## src/rtl/rvTypesPkg.sv

```systemverilog
// widths below are fixed at XLEN = 32 for RV32 and are not meant to be changed
`default_nettype none

package rvTypesPkg;

    localparam int XLEN = 32;

    // data word and instruction address share the register width
    typedef logic [XLEN-1:0] word_t;
    typedef logic [XLEN-1:0] addr_t;

    // x0..x31
    typedef logic [4:0] regIdx_t;

    // only the low five bits of a shift operand count on RV32
    typedef logic [4:0] shamt_t;

endpackage

`default_nettype wire

```

## src/rtl/execOpPkg.sv

```systemverilog
// execute stage encodings; integer ops only, no FP, CSR, load/store or trap fields
`default_nettype none

package execOpPkg;

    typedef enum logic [3:0] {
        AluAdd,
        AluSub,
        AluSll,
        AluSlt,
        AluSltu,
        AluXor,
        AluSrl,
        AluSra,
        AluOr,
        AluAnd,
        AluClear1,
        AluClear2
    } aluCmd_e;

    typedef enum logic [1:0] {UnitAlu, UnitBranch, UnitMulDiv} execUnit_e;

    typedef enum logic [2:0] {
        CondEq,
        CondNe,
        CondLt,
        CondGe,
        CondLtu,
        CondGeu,
        CondJal,
        CondJalr
    } branchCond_e;

    typedef enum logic [1:0] {MdMul, MdMulhu, MdDivu, MdRemu} mulDivCmd_e;

    typedef enum logic [1:0] {Src1Zero, Src1Pc, Src1Reg} aluSrc1_e;
    typedef enum logic [1:0] {Src2Zero, Src2Imm, Src2Reg} aluSrc2_e;

    // one decoded op with its operands already read from the register file
    typedef struct packed {
        execUnit_e          unit;
        aluCmd_e            aluCmd;
        aluSrc1_e           aluSrc1;
        aluSrc2_e           aluSrc2;
        branchCond_e        branchCond;
        mulDivCmd_e         mulDivCmd;
        rvTypesPkg::regIdx_t rd;
        rvTypesPkg::addr_t  pc;
        rvTypesPkg::word_t  imm;
        rvTypesPkg::word_t  rs1Value;
        rvTypesPkg::word_t  rs2Value;
    } execOp_t;

    typedef struct packed {
        mulDivCmd_e        cmd;
        rvTypesPkg::word_t src1;
        rvTypesPkg::word_t src2;
    } mulDivReq_t;

    // target is meaningful only while redirect is set
    typedef struct packed {
        rvTypesPkg::regIdx_t rd;
        rvTypesPkg::word_t   value;
        logic                redirect;
        rvTypesPkg::addr_t   target;
    } execResult_t;

endpackage

`default_nettype wire

```

## src/rtl/branchUnit.sv

```systemverilog
// combinational; no compressed ops, so the link value is always pc + 4
`timescale 1ns/1ps
`default_nettype none

module branchUnit (
    input  execOpPkg::branchCond_e cond,
    input  rvTypesPkg::addr_t      pc,
    input  rvTypesPkg::word_t      imm,
    input  rvTypesPkg::word_t      rs1Value,
    input  rvTypesPkg::word_t      rs2Value,
    output logic                   taken,
    output rvTypesPkg::addr_t      target,
    output rvTypesPkg::word_t      linkValue
);
    import rvTypesPkg::*;
    import execOpPkg::*;

    addr_t jalrSum;

    always_comb begin
        unique case (cond)
            CondEq:   taken = rs1Value == rs2Value;
            CondNe:   taken = rs1Value != rs2Value;
            CondLt:   taken = $signed(rs1Value) < $signed(rs2Value);
            CondGe:   taken = $signed(rs1Value) >= $signed(rs2Value);
            CondLtu:  taken = rs1Value < rs2Value;
            CondGeu:  taken = rs1Value >= rs2Value;
            // jumps are unconditional
            default:  taken = 1'b1;
        endcase
    end

    assign jalrSum = rs1Value + imm;

    // jalr drops bit 0 of the computed address
    assign target = (cond == CondJalr) ? {jalrSum[XLEN-1:1], 1'b0} : pc + imm;

    assign linkValue = pc + word_t'(4);

endmodule

`default_nettype wire

```

## src/rtl/execControl.sv

```systemverilog
// one op in flight at most; writeback never stalls; inOp must hold while inValid && !inReady
`timescale 1ns/1ps
`default_nettype none

module execControl (
    input  logic                   clk,
    input  logic                   arstN,
    input  logic                   inValid,
    input  execOpPkg::execOp_t     inOp,
    output logic                   inReady,
    output execOpPkg::aluCmd_e     aluCmd,
    output rvTypesPkg::word_t      aluSrc1,
    output rvTypesPkg::word_t      aluSrc2,
    input  rvTypesPkg::word_t      aluResult,
    input  logic                   branchTaken,
    input  rvTypesPkg::addr_t      branchTarget,
    input  rvTypesPkg::word_t      linkValue,
    output logic                   mdReq,
    output execOpPkg::mulDivReq_t  mdReqData,
    input  logic                   mdAck,
    input  rvTypesPkg::word_t      mdResult,
    output logic                   outValid,
    output execOpPkg::execResult_t outResult
);
    import rvTypesPkg::*;
    import execOpPkg::*;

    typedef enum logic [1:0] {Ready, Request, Release} ctrlState_e;

    ctrlState_e state;
    ctrlState_e stateNext;
    logic       accept;
    logic       isMulDiv;
    logic       mdDone;
    regIdx_t    mdRd;

    // ready again as soon as the unit has dropped ack
    assign inReady = (state == Ready) || (state == Release && !mdAck);
    assign accept = inValid && inReady;
    assign isMulDiv = inOp.unit == UnitMulDiv;
    assign mdReq = state == Request;
    assign mdDone = (state == Request) && mdAck;

    assign aluCmd = inOp.aluCmd;

    always_comb begin
        unique case (inOp.aluSrc1)
            Src1Pc:  aluSrc1 = inOp.pc;
            Src1Reg: aluSrc1 = inOp.rs1Value;
            default: aluSrc1 = '0;
        endcase
        unique case (inOp.aluSrc2)
            Src2Imm: aluSrc2 = inOp.imm;
            Src2Reg: aluSrc2 = inOp.rs2Value;
            default: aluSrc2 = '0;
        endcase
    end

    always_comb begin
        stateNext = state;
        unique case (state)
            Ready:   stateNext = (accept && isMulDiv) ? Request : Ready;
            Request: stateNext = mdAck ? Release : Request;
            Release: begin
                if (!mdAck) begin
                    stateNext = (accept && isMulDiv) ? Request : Ready;
                end
            end
            default: stateNext = Ready;
        endcase
    end

    always_ff @(posedge clk or negedge arstN) begin
        if (!arstN) begin
            state <= Ready;
            outValid <= 1'b0;
        end else begin
            state <= stateNext;
            outValid <= (accept && !isMulDiv) || mdDone;
        end
    end

    always_ff @(posedge clk) begin
        if (accept && isMulDiv) begin
            mdReqData.cmd <= inOp.mulDivCmd;
            mdReqData.src1 <= inOp.rs1Value;
            mdReqData.src2 <= inOp.rs2Value;
            mdRd <= inOp.rd;
        end
        if (accept && !isMulDiv) begin
            outResult.rd <= inOp.rd;
            outResult.value <= (inOp.unit == UnitBranch) ? linkValue : aluResult;
            outResult.redirect <= (inOp.unit == UnitBranch) && branchTaken;
            outResult.target <= (inOp.unit == UnitBranch) ? branchTarget : '0;
        end else if (mdDone) begin
            outResult.rd <= mdRd;
            outResult.value <= mdResult;
            outResult.redirect <= 1'b0;
            outResult.target <= '0;
        end
    end

    // the unit needs several cycles, so no mul/div result shows two cycles after its accept
    assert property (@(posedge clk) disable iff (!arstN) (accept && isMulDiv) |-> ##2 !outValid);

endmodule

`default_nettype wire

```

## src/rtl/execStage.sv

```systemverilog
// integer execute stage; bitsPerCycle sets mul/div speed (1, 2 or 4), no bypass or flush
`timescale 1ns/1ps
`default_nettype none

module execStage #(
    parameter int bitsPerCycle = 1
) (
    input  logic                   clk,
    input  logic                   arstN,
    input  logic                   inValid,
    input  execOpPkg::execOp_t     inOp,
    output logic                   inReady,
    output logic                   outValid,
    output execOpPkg::execResult_t outResult
);
    import rvTypesPkg::*;
    import execOpPkg::*;

    aluCmd_e    aluCmd;
    word_t      aluSrc1;
    word_t      aluSrc2;
    word_t      aluResult;
    logic       branchTaken;
    addr_t      branchTarget;
    word_t      linkValue;
    logic       mdReq;
    mulDivReq_t mdReqData;
    logic       mdAck;
    word_t      mdResult;

    execControl control (
        .clk(clk),
        .arstN(arstN),
        .inValid(inValid),
        .inOp(inOp),
        .inReady(inReady),
        .aluCmd(aluCmd),
        .aluSrc1(aluSrc1),
        .aluSrc2(aluSrc2),
        .aluResult(aluResult),
        .branchTaken(branchTaken),
        .branchTarget(branchTarget),
        .linkValue(linkValue),
        .mdReq(mdReq),
        .mdReqData(mdReqData),
        .mdAck(mdAck),
        .mdResult(mdResult),
        .outValid(outValid),
        .outResult(outResult)
    );

    intAlu alu (
        .cmd(aluCmd),
        .src1(aluSrc1),
        .src2(aluSrc2),
        .result(aluResult)
    );

    // branch compares read the op straight from the input
    branchUnit branch (
        .cond(inOp.branchCond),
        .pc(inOp.pc),
        .imm(inOp.imm),
        .rs1Value(inOp.rs1Value),
        .rs2Value(inOp.rs2Value),
        .taken(branchTaken),
        .target(branchTarget),
        .linkValue(linkValue)
    );

    mulDivUnit #(
        .bitsPerCycle(bitsPerCycle)
    ) mulDiv (
        .clk(clk),
        .arstN(arstN),
        .req(mdReq),
        .reqData(mdReqData),
        .ack(mdAck),
        .result(mdResult)
    );

endmodule

`default_nettype wire

```

## src/rtl/intAlu.sv

```systemverilog
// purely combinational; shift amounts use src2[4:0], unknown commands return zero
`timescale 1ns/1ps
`default_nettype none

module intAlu (
    input  execOpPkg::aluCmd_e cmd,
    input  rvTypesPkg::word_t  src1,
    input  rvTypesPkg::word_t  src2,
    output rvTypesPkg::word_t  result
);
    import rvTypesPkg::*;
    import execOpPkg::*;

    shamt_t shamt;

    assign shamt = src2[4:0];

    always_comb begin
        unique case (cmd)
            AluAdd:    result = src1 + src2;
            AluSub:    result = src1 - src2;
            AluSll:    result = src1 << shamt;
            AluSlt:    result = word_t'($signed(src1) < $signed(src2));
            AluSltu:   result = word_t'(src1 < src2);
            AluXor:    result = src1 ^ src2;
            AluSrl:    result = src1 >> shamt;
            // sign bit shifted in
            AluSra:    result = word_t'($signed(src1) >>> shamt);
            AluOr:     result = src1 | src2;
            AluAnd:    result = src1 & src2;
            AluClear1: result = src1 & ~src2;
            AluClear2: result = ~src1 & src2;
            default:   result = '0;
        endcase
    end

endmodule

`default_nettype wire

```

## src/rtl/mulDivUnit.sv

```systemverilog
// unsigned only (MUL, MULHU, DIVU, REMU); bitsPerCycle must divide 32; no flush once started
`timescale 1ns/1ps
`default_nettype none

module mulDivUnit #(
    parameter int bitsPerCycle = 1
) (
    input  logic                   clk,
    input  logic                   arstN,
    input  logic                   req,
    input  execOpPkg::mulDivReq_t  reqData,
    output logic                   ack,
    output rvTypesPkg::word_t      result
);
    import rvTypesPkg::*;
    import execOpPkg::*;

    localparam int Steps = XLEN / bitsPerCycle;

    typedef enum logic [1:0] {Idle, Busy, Done, WaitLow} mdState_e;

    mdState_e            state;
    logic [$clog2(XLEN):0] count;
    mulDivCmd_e          cmd;
    word_t               operand;
    logic [2*XLEN-1:0]   acc;
    logic [2*XLEN-1:0]   accNext;
    logic [XLEN:0]       sum;
    logic                isMul;

    assign isMul = cmd inside {MdMul, MdMulhu};

    // bitsPerCycle steps per clock
    // mul shifts {hi, lo} right and adds the multiplicand into hi when lo[0] is set
    // div shifts {rem, quot} left and keeps the trial subtract when it does not borrow
    always_comb begin
        accNext = acc;
        sum = '0;
        for (int i = 0; i < bitsPerCycle; i++) begin
            if (isMul) begin
                sum = {1'b0, accNext[2*XLEN-1:XLEN]} + (accNext[0] ? {1'b0, operand} : '0);
                accNext = {sum, accNext[XLEN-1:1]};
            end else begin
                sum = accNext[2*XLEN-1:XLEN-1] - {1'b0, operand};
                if (sum[XLEN]) begin
                    accNext = {accNext[2*XLEN-2:0], 1'b0};
                end else begin
                    accNext = {sum[XLEN-1:0], accNext[XLEN-2:0], 1'b1};
                end
            end
        end
    end

    always_ff @(posedge clk or negedge arstN) begin
        if (!arstN) begin
            state <= Idle;
            count <= '0;
        end else begin
            unique case (state)
                Idle: begin
                    if (req) begin
                        state <= Busy;
                        count <= '0;
                    end
                end
                Busy: begin
                    count <= count + 1'b1;
                    if (count == ($clog2(XLEN) + 1)'(Steps - 1)) begin
                        state <= Done;
                    end
                end
                Done: begin
                    if (!req) begin
                        state <= WaitLow;
                    end
                end
                default: state <= Idle;
            endcase
        end
    end

    always_ff @(posedge clk) begin
        if (state == Idle && req) begin
            cmd <= reqData.cmd;
            operand <= reqData.src2;
            acc <= {{XLEN{1'b0}}, reqData.src1};
        end else if (state == Busy) begin
            acc <= accNext;
        end
    end

    assign ack = state == Done;

    // a zero divisor leaves the quotient all ones and the remainder equal to the dividend
    assign result = (cmd inside {MdMul, MdDivu}) ? acc[XLEN-1:0] : acc[2*XLEN-1:XLEN];

    // requester has to wait for ack before it lets go
    assert property (@(posedge clk) disable iff (!arstN) (state == Busy) |-> req);

    assert property (@(posedge clk) disable iff (!arstN) $rose(ack) |-> req);

endmodule

`default_nettype wire

```

## config.mk

```make
export PLATFORM = sky130hd
export DESIGN_NAME = execStage
export DESIGN_NICKNAME = d
export VERILOG_FILES = /design/src/rtl/rvTypesPkg.sv /design/src/rtl/execOpPkg.sv /design/src/rtl/branchUnit.sv /design/src/rtl/execControl.sv /design/src/rtl/execStage.sv /design/src/rtl/intAlu.sv /design/src/rtl/mulDivUnit.sv
export SDC_FILE = /design/constraint.sdc
export NUM_CORES = 1
export LEC_CHECK = 0
export BUFFER_PORTS_ARGS = -buffer_cell sky130_fd_sc_hd__buf_4
export CAP_MARGIN = 20
export CORE_MARGIN = 4
export CORE_UTILIZATION = 55
export DETAILED_ROUTE_END_ITERATION = 6
export PLACE_DENSITY = 0.77
export SYNTH_ARGS = -nofsm -noshare
export SYNTH_HDL_FRONTEND = slang
export SYNTH_SLANG_ARGS = --single-unit
```

## constraint.sdc

```tcl
create_clock -name clk -period 6.3 [get_ports clk]
set_input_delay 0.945 -clock clk [delete_from_list [all_inputs] [get_ports clk]]
set_output_delay 0.945 -clock clk [all_outputs]
set_load 0.005 [all_outputs]
```

==> out/results.ini <==
[global_routing]
grt_pass1_vias = 27962
grt_pass1_wl_um = 184300
grt_max_degree = 87
grt_util_all_layers_pct = 43.22
grt_remaining_overflow = 0
antenna_found_initial = 4

[routing]
drcViolationCount = 28
first_pass_iters = 7
drt_iter0_drc = 5075
vias_per_cell = 7.064
vias = 30772
wl_per_cell_um = 29.12
routed_wl_um = 126800
antenna_left = 0

[pwr]
peakVddDrop_v = 0.0002453
p_int_w = 0.005999
comb_power_share_pct = 55.8
powerDensity_nw_per_um2 = 344.7
p_switching_w = 0.005010
finalPower_w = 0.01101
sw_frac_of_total_pct = 45.51
pwr-share-clk_pct = 17.6
pwr-share-seq_pct = 26.6
p_leak_nw = 13.60

[sta]
tightest_slew_ns = 1.230
hold_slack_ns = 0.1629
tns_ns = 0
hold_violations = 0
max_freq_mhz = 197.6
slew_violations = 0
rsz0062_at_grt = no
clock_skew_ns = 0.02648
setup_viol = 0
maxSlewHeadroom_pct = 17.67
fin_crit_ns = 5.061
post-route-period-util_pct = 80.34

[worst_setup_path]
worstPathRequired_ns = 6.77
reg2reg_from = mulDiv.state[0]$_DFFE_PN0P_
cp-endpoint = control.outResult[61]$_DFFE_PP_
worstSetupPathType = in -> reg
cp-startpoint = inOp[140]
arrival_ns = 5.53
crit_path_start_kind = primary input
r2r_slack_ns = 2.23
r2r_cells = 10
crit_path_end_kind = flop
path_max_fanout = 7
reg2reg_to = control.outResult[44]$_DFFE_PP_

[synthesis]
synth_fa_ha_area_share_pct = 11.99
synthSimpleGateAreaFrac_pct = 17.13
synth_edf_count = 207
yosysSeqAreaShare_pct = 25.17
synth_xor_area_share_pct = 5.379
async_flop_share_pct = 4.400
syn_area_per_cell_um2 = 8.085
syn_nets = 3923
synth_warnings = 0
synth_flop_cell = edfxtp_1
synth.area.mux_share_pct = 7.972
syn_area_um2 = 28330
synth_cells = 3504
synth_top_family_by_area = compound AO/OA/AOI/OAI gates
synth_compound_gate_area_share_pct = 27.00
ys_types = 90
synth-seq-cells = 250

[clock_network]
cts_htree_levels = 1
cts-resized-gates = 0
cts_buffer_depth = 3
postCtsHoldBufs = 0
cts_tree = yes
cts.sinks = 250
root_buffer = clkbuf_16
cts_setup_buffers = 0
clk_latency_ns = 0.61
cts_buffers = 29
clkSlewWorstSetupHoldPaths_ns = 0.07

[placement]
place.gp.congestion = 1.146
io_buffer_count = 222
hpwlAfterDp_um = 98310

[hold_path]
hold_class = in -> async

[floorplanning]
die_area_um2 = 55210
die_h_um = 235.0
die_x_um = 235.0
initial_utilization_pct = 56.01
rows = 82
ios = 223
fp.coreArea_um2 = 50580

[flow_run]
drv_cap = 0

[status]
status = complete, but fails checks
violations = design-rule violations

[layout]
mostFrequentLayoutCells = nor2_1 (331), buf_4 (316), a21oi_1 (313), nand2_1 (288), ha_1 (262)
drive_gt1_share_pct = 12.25
layout.nets = 4078
layout_commonest_cell = nor2_1
syn2layout_area_growth_pct = 12.73

==> cell usage after synthesis (all sizes together) (11+ instances only) <==
| cell | instances | area share (%) |
|---|---|---|
| a2111oi | 21 | 0.74 |
| a211o | 14 | 0.43 |
| a211oi | 61 | 1.6 |
| a21o | 88 | 2.3 |
| a21oi | 314 | 5.6 |
| a221oi | 20 | 0.62 |
| a22oi | 75 | 2.0 |
| a311oi | 11 | 0.34 |
| a31oi | 56 | 1.2 |
| and2 | 54 | 1.2 |
| and3 | 41 | 0.91 |
| and4 | 11 | 0.35 |
| buf | 50 | 0.78 |
| clkbuf | 144 | 1.9 |
| dfrtp | 11 | 0.97 |
| dfxtp | 32 | 2.3 |
| edfxtp | 207 | 22 |
| ha | 262 | 12 |
| inv | 198 | 2.6 |
| mux2 | 24 | 0.95 |
| mux2i | 160 | 5.7 |
| mux4 | 17 | 1.4 |
| nand2 | 289 | 3.8 |
| nand2b | 37 | 0.82 |
| nand3 | 74 | 1.3 |
| nand4 | 39 | 0.86 |
| nor2 | 333 | 4.4 |
| nor2b | 25 | 0.55 |
| nor3 | 64 | 1.1 |
| nor4 | 17 | 0.38 |
| o211ai | 35 | 0.93 |
| o21a | 26 | 0.69 |
| o21ai | 226 | 4.0 |
| o21bai | 26 | 0.69 |
| o221ai | 26 | 0.80 |
| o22ai | 51 | 1.1 |
| o311ai | 20 | 0.62 |
| o31ai | 24 | 0.64 |
| or2 | 18 | 0.40 |
| or3 | 19 | 0.42 |
| xnor2 | 112 | 3.5 |
| xor2 | 62 | 1.9 |
==> per-layer routing <==
| layer | global-route usage, % | wire length, um |
|---|---|---|
| met2 | 59.49 | 49070 |
| met1 | 58.20 | 48240 |
| met5 | 2.338 | 174 |
| met4 | 20.61 | 8641 |
| met3 | 18.08 | 20700 |
==> critical path, stage by stage <==
cell	delay (ns)
buf_4	0.09
inv_1	0.04
ha_1	0.30
nor2_1	0.56
ha_1	0.29
inv_1	0.06
fa_1	0.43
nor2_1	0.14
o21ai_0	0.10
o211ai_1	0.17
o31a_1	0.29
a31oi_1	0.29
o31a_1	0.37
o41ai_1	0.74
a21boi_0	0.25
mux2_2	0.33
a21oi_1	0.12
==> sequential cells by signal, summed over array words and instances (netlist names) <==
signal             flops
mulDiv.acc            64
mulDiv.operand        32
control.state          2
mulDiv.state           2
mulDiv.cmd             2
control.outValid       1
mulDiv.count           6
control.mdReqData     66
control.outResult     70
control.mdRd           5
==> area by class of cell <==
| class | instances | area [um2] |
|---|---|---|
| timing repair buffer | 318 | 2420 |
| multi-input combinational | 2859 | 19710 |
| fill | 4488 | 18640 |
| inverter | 201 | 755.7 |
| sequential | 250 | 7132 |
| tap | 672 | 840.8 |
| antenna | 2 | 5.005 |
| clock buffer | 31 | 743.2 |
| clock inverter | 23 | 331.6 |
==> stage by stage <==
step / instance area (um2) / utilization (%) / worst slack, ns / std cells
6_report: 31940 / 63.14 / 1.239 / 4356
5_1_grt: 31930 / 63.13 / 1.100 / 4354
4_1_cts: 31900 / 63.08 / 1.504 / 4353
3_5_place_dp: 30830 / 60.95 / 0.9003 / 4299
3_3_place_gp: 30830 / 60.95 / 0.9890 / 4299
2_1_floorplan: 28330 / - / 1.225 / 3504
==> how the worst min path moves through the flow <==
| stage | slack, ns | startpoint | cells after the start | end |
|---|---|---|---|---|
| floorplan | 0.40 | control.mdReqData[64]$_DFFE_PP_ | 0 | mulDiv.cmd[0]$_DFFE_PP_ |
| finish | 0.16 | arstN | 1 | mulDiv.state[1]$_DFFE_PN0P_ |
| CTS | 0.15 | arstN | 1 | mulDiv.state[1]$_DFFE_PN0P_ |
| global route | 0.17 | arstN | 1 | mulDiv.state[1]$_DFFE_PN0P_ |
| detailed placement | 0.40 | control.mdReqData[0]$_DFFE_PP_ | 0 | mulDiv.operand[0]$_DFFE_PP_ |
| global placement | 0.40 | control.mdReqData[3]$_DFFE_PP_ | 0 | mulDiv.operand[3]$_DFFE_PP_ |
==> power groups by stage <==
stage	Sequential [W]	Clock (W)	Combinational (W)
2_1_floorplan	0.00274	0	0.00405
3_3_place_gp	0.00295	0	0.00576
3_5_place_dp	0.00296	0	0.00582
4_1_cts	0.00293	0.00194	0.00587
5_1_grt	0.00296	0.00200	0.00658
6_report	0.00293	0.00194	0.00614
==> cell families after synthesis <==
group / Yosys count
xor+xnor: 174
compound gates: 1175
simple gates: 1041
mux: 201
fa+ha+maj: 268
flops: 250
buf+inv: 395
Power figures use the tool's default switching activity.
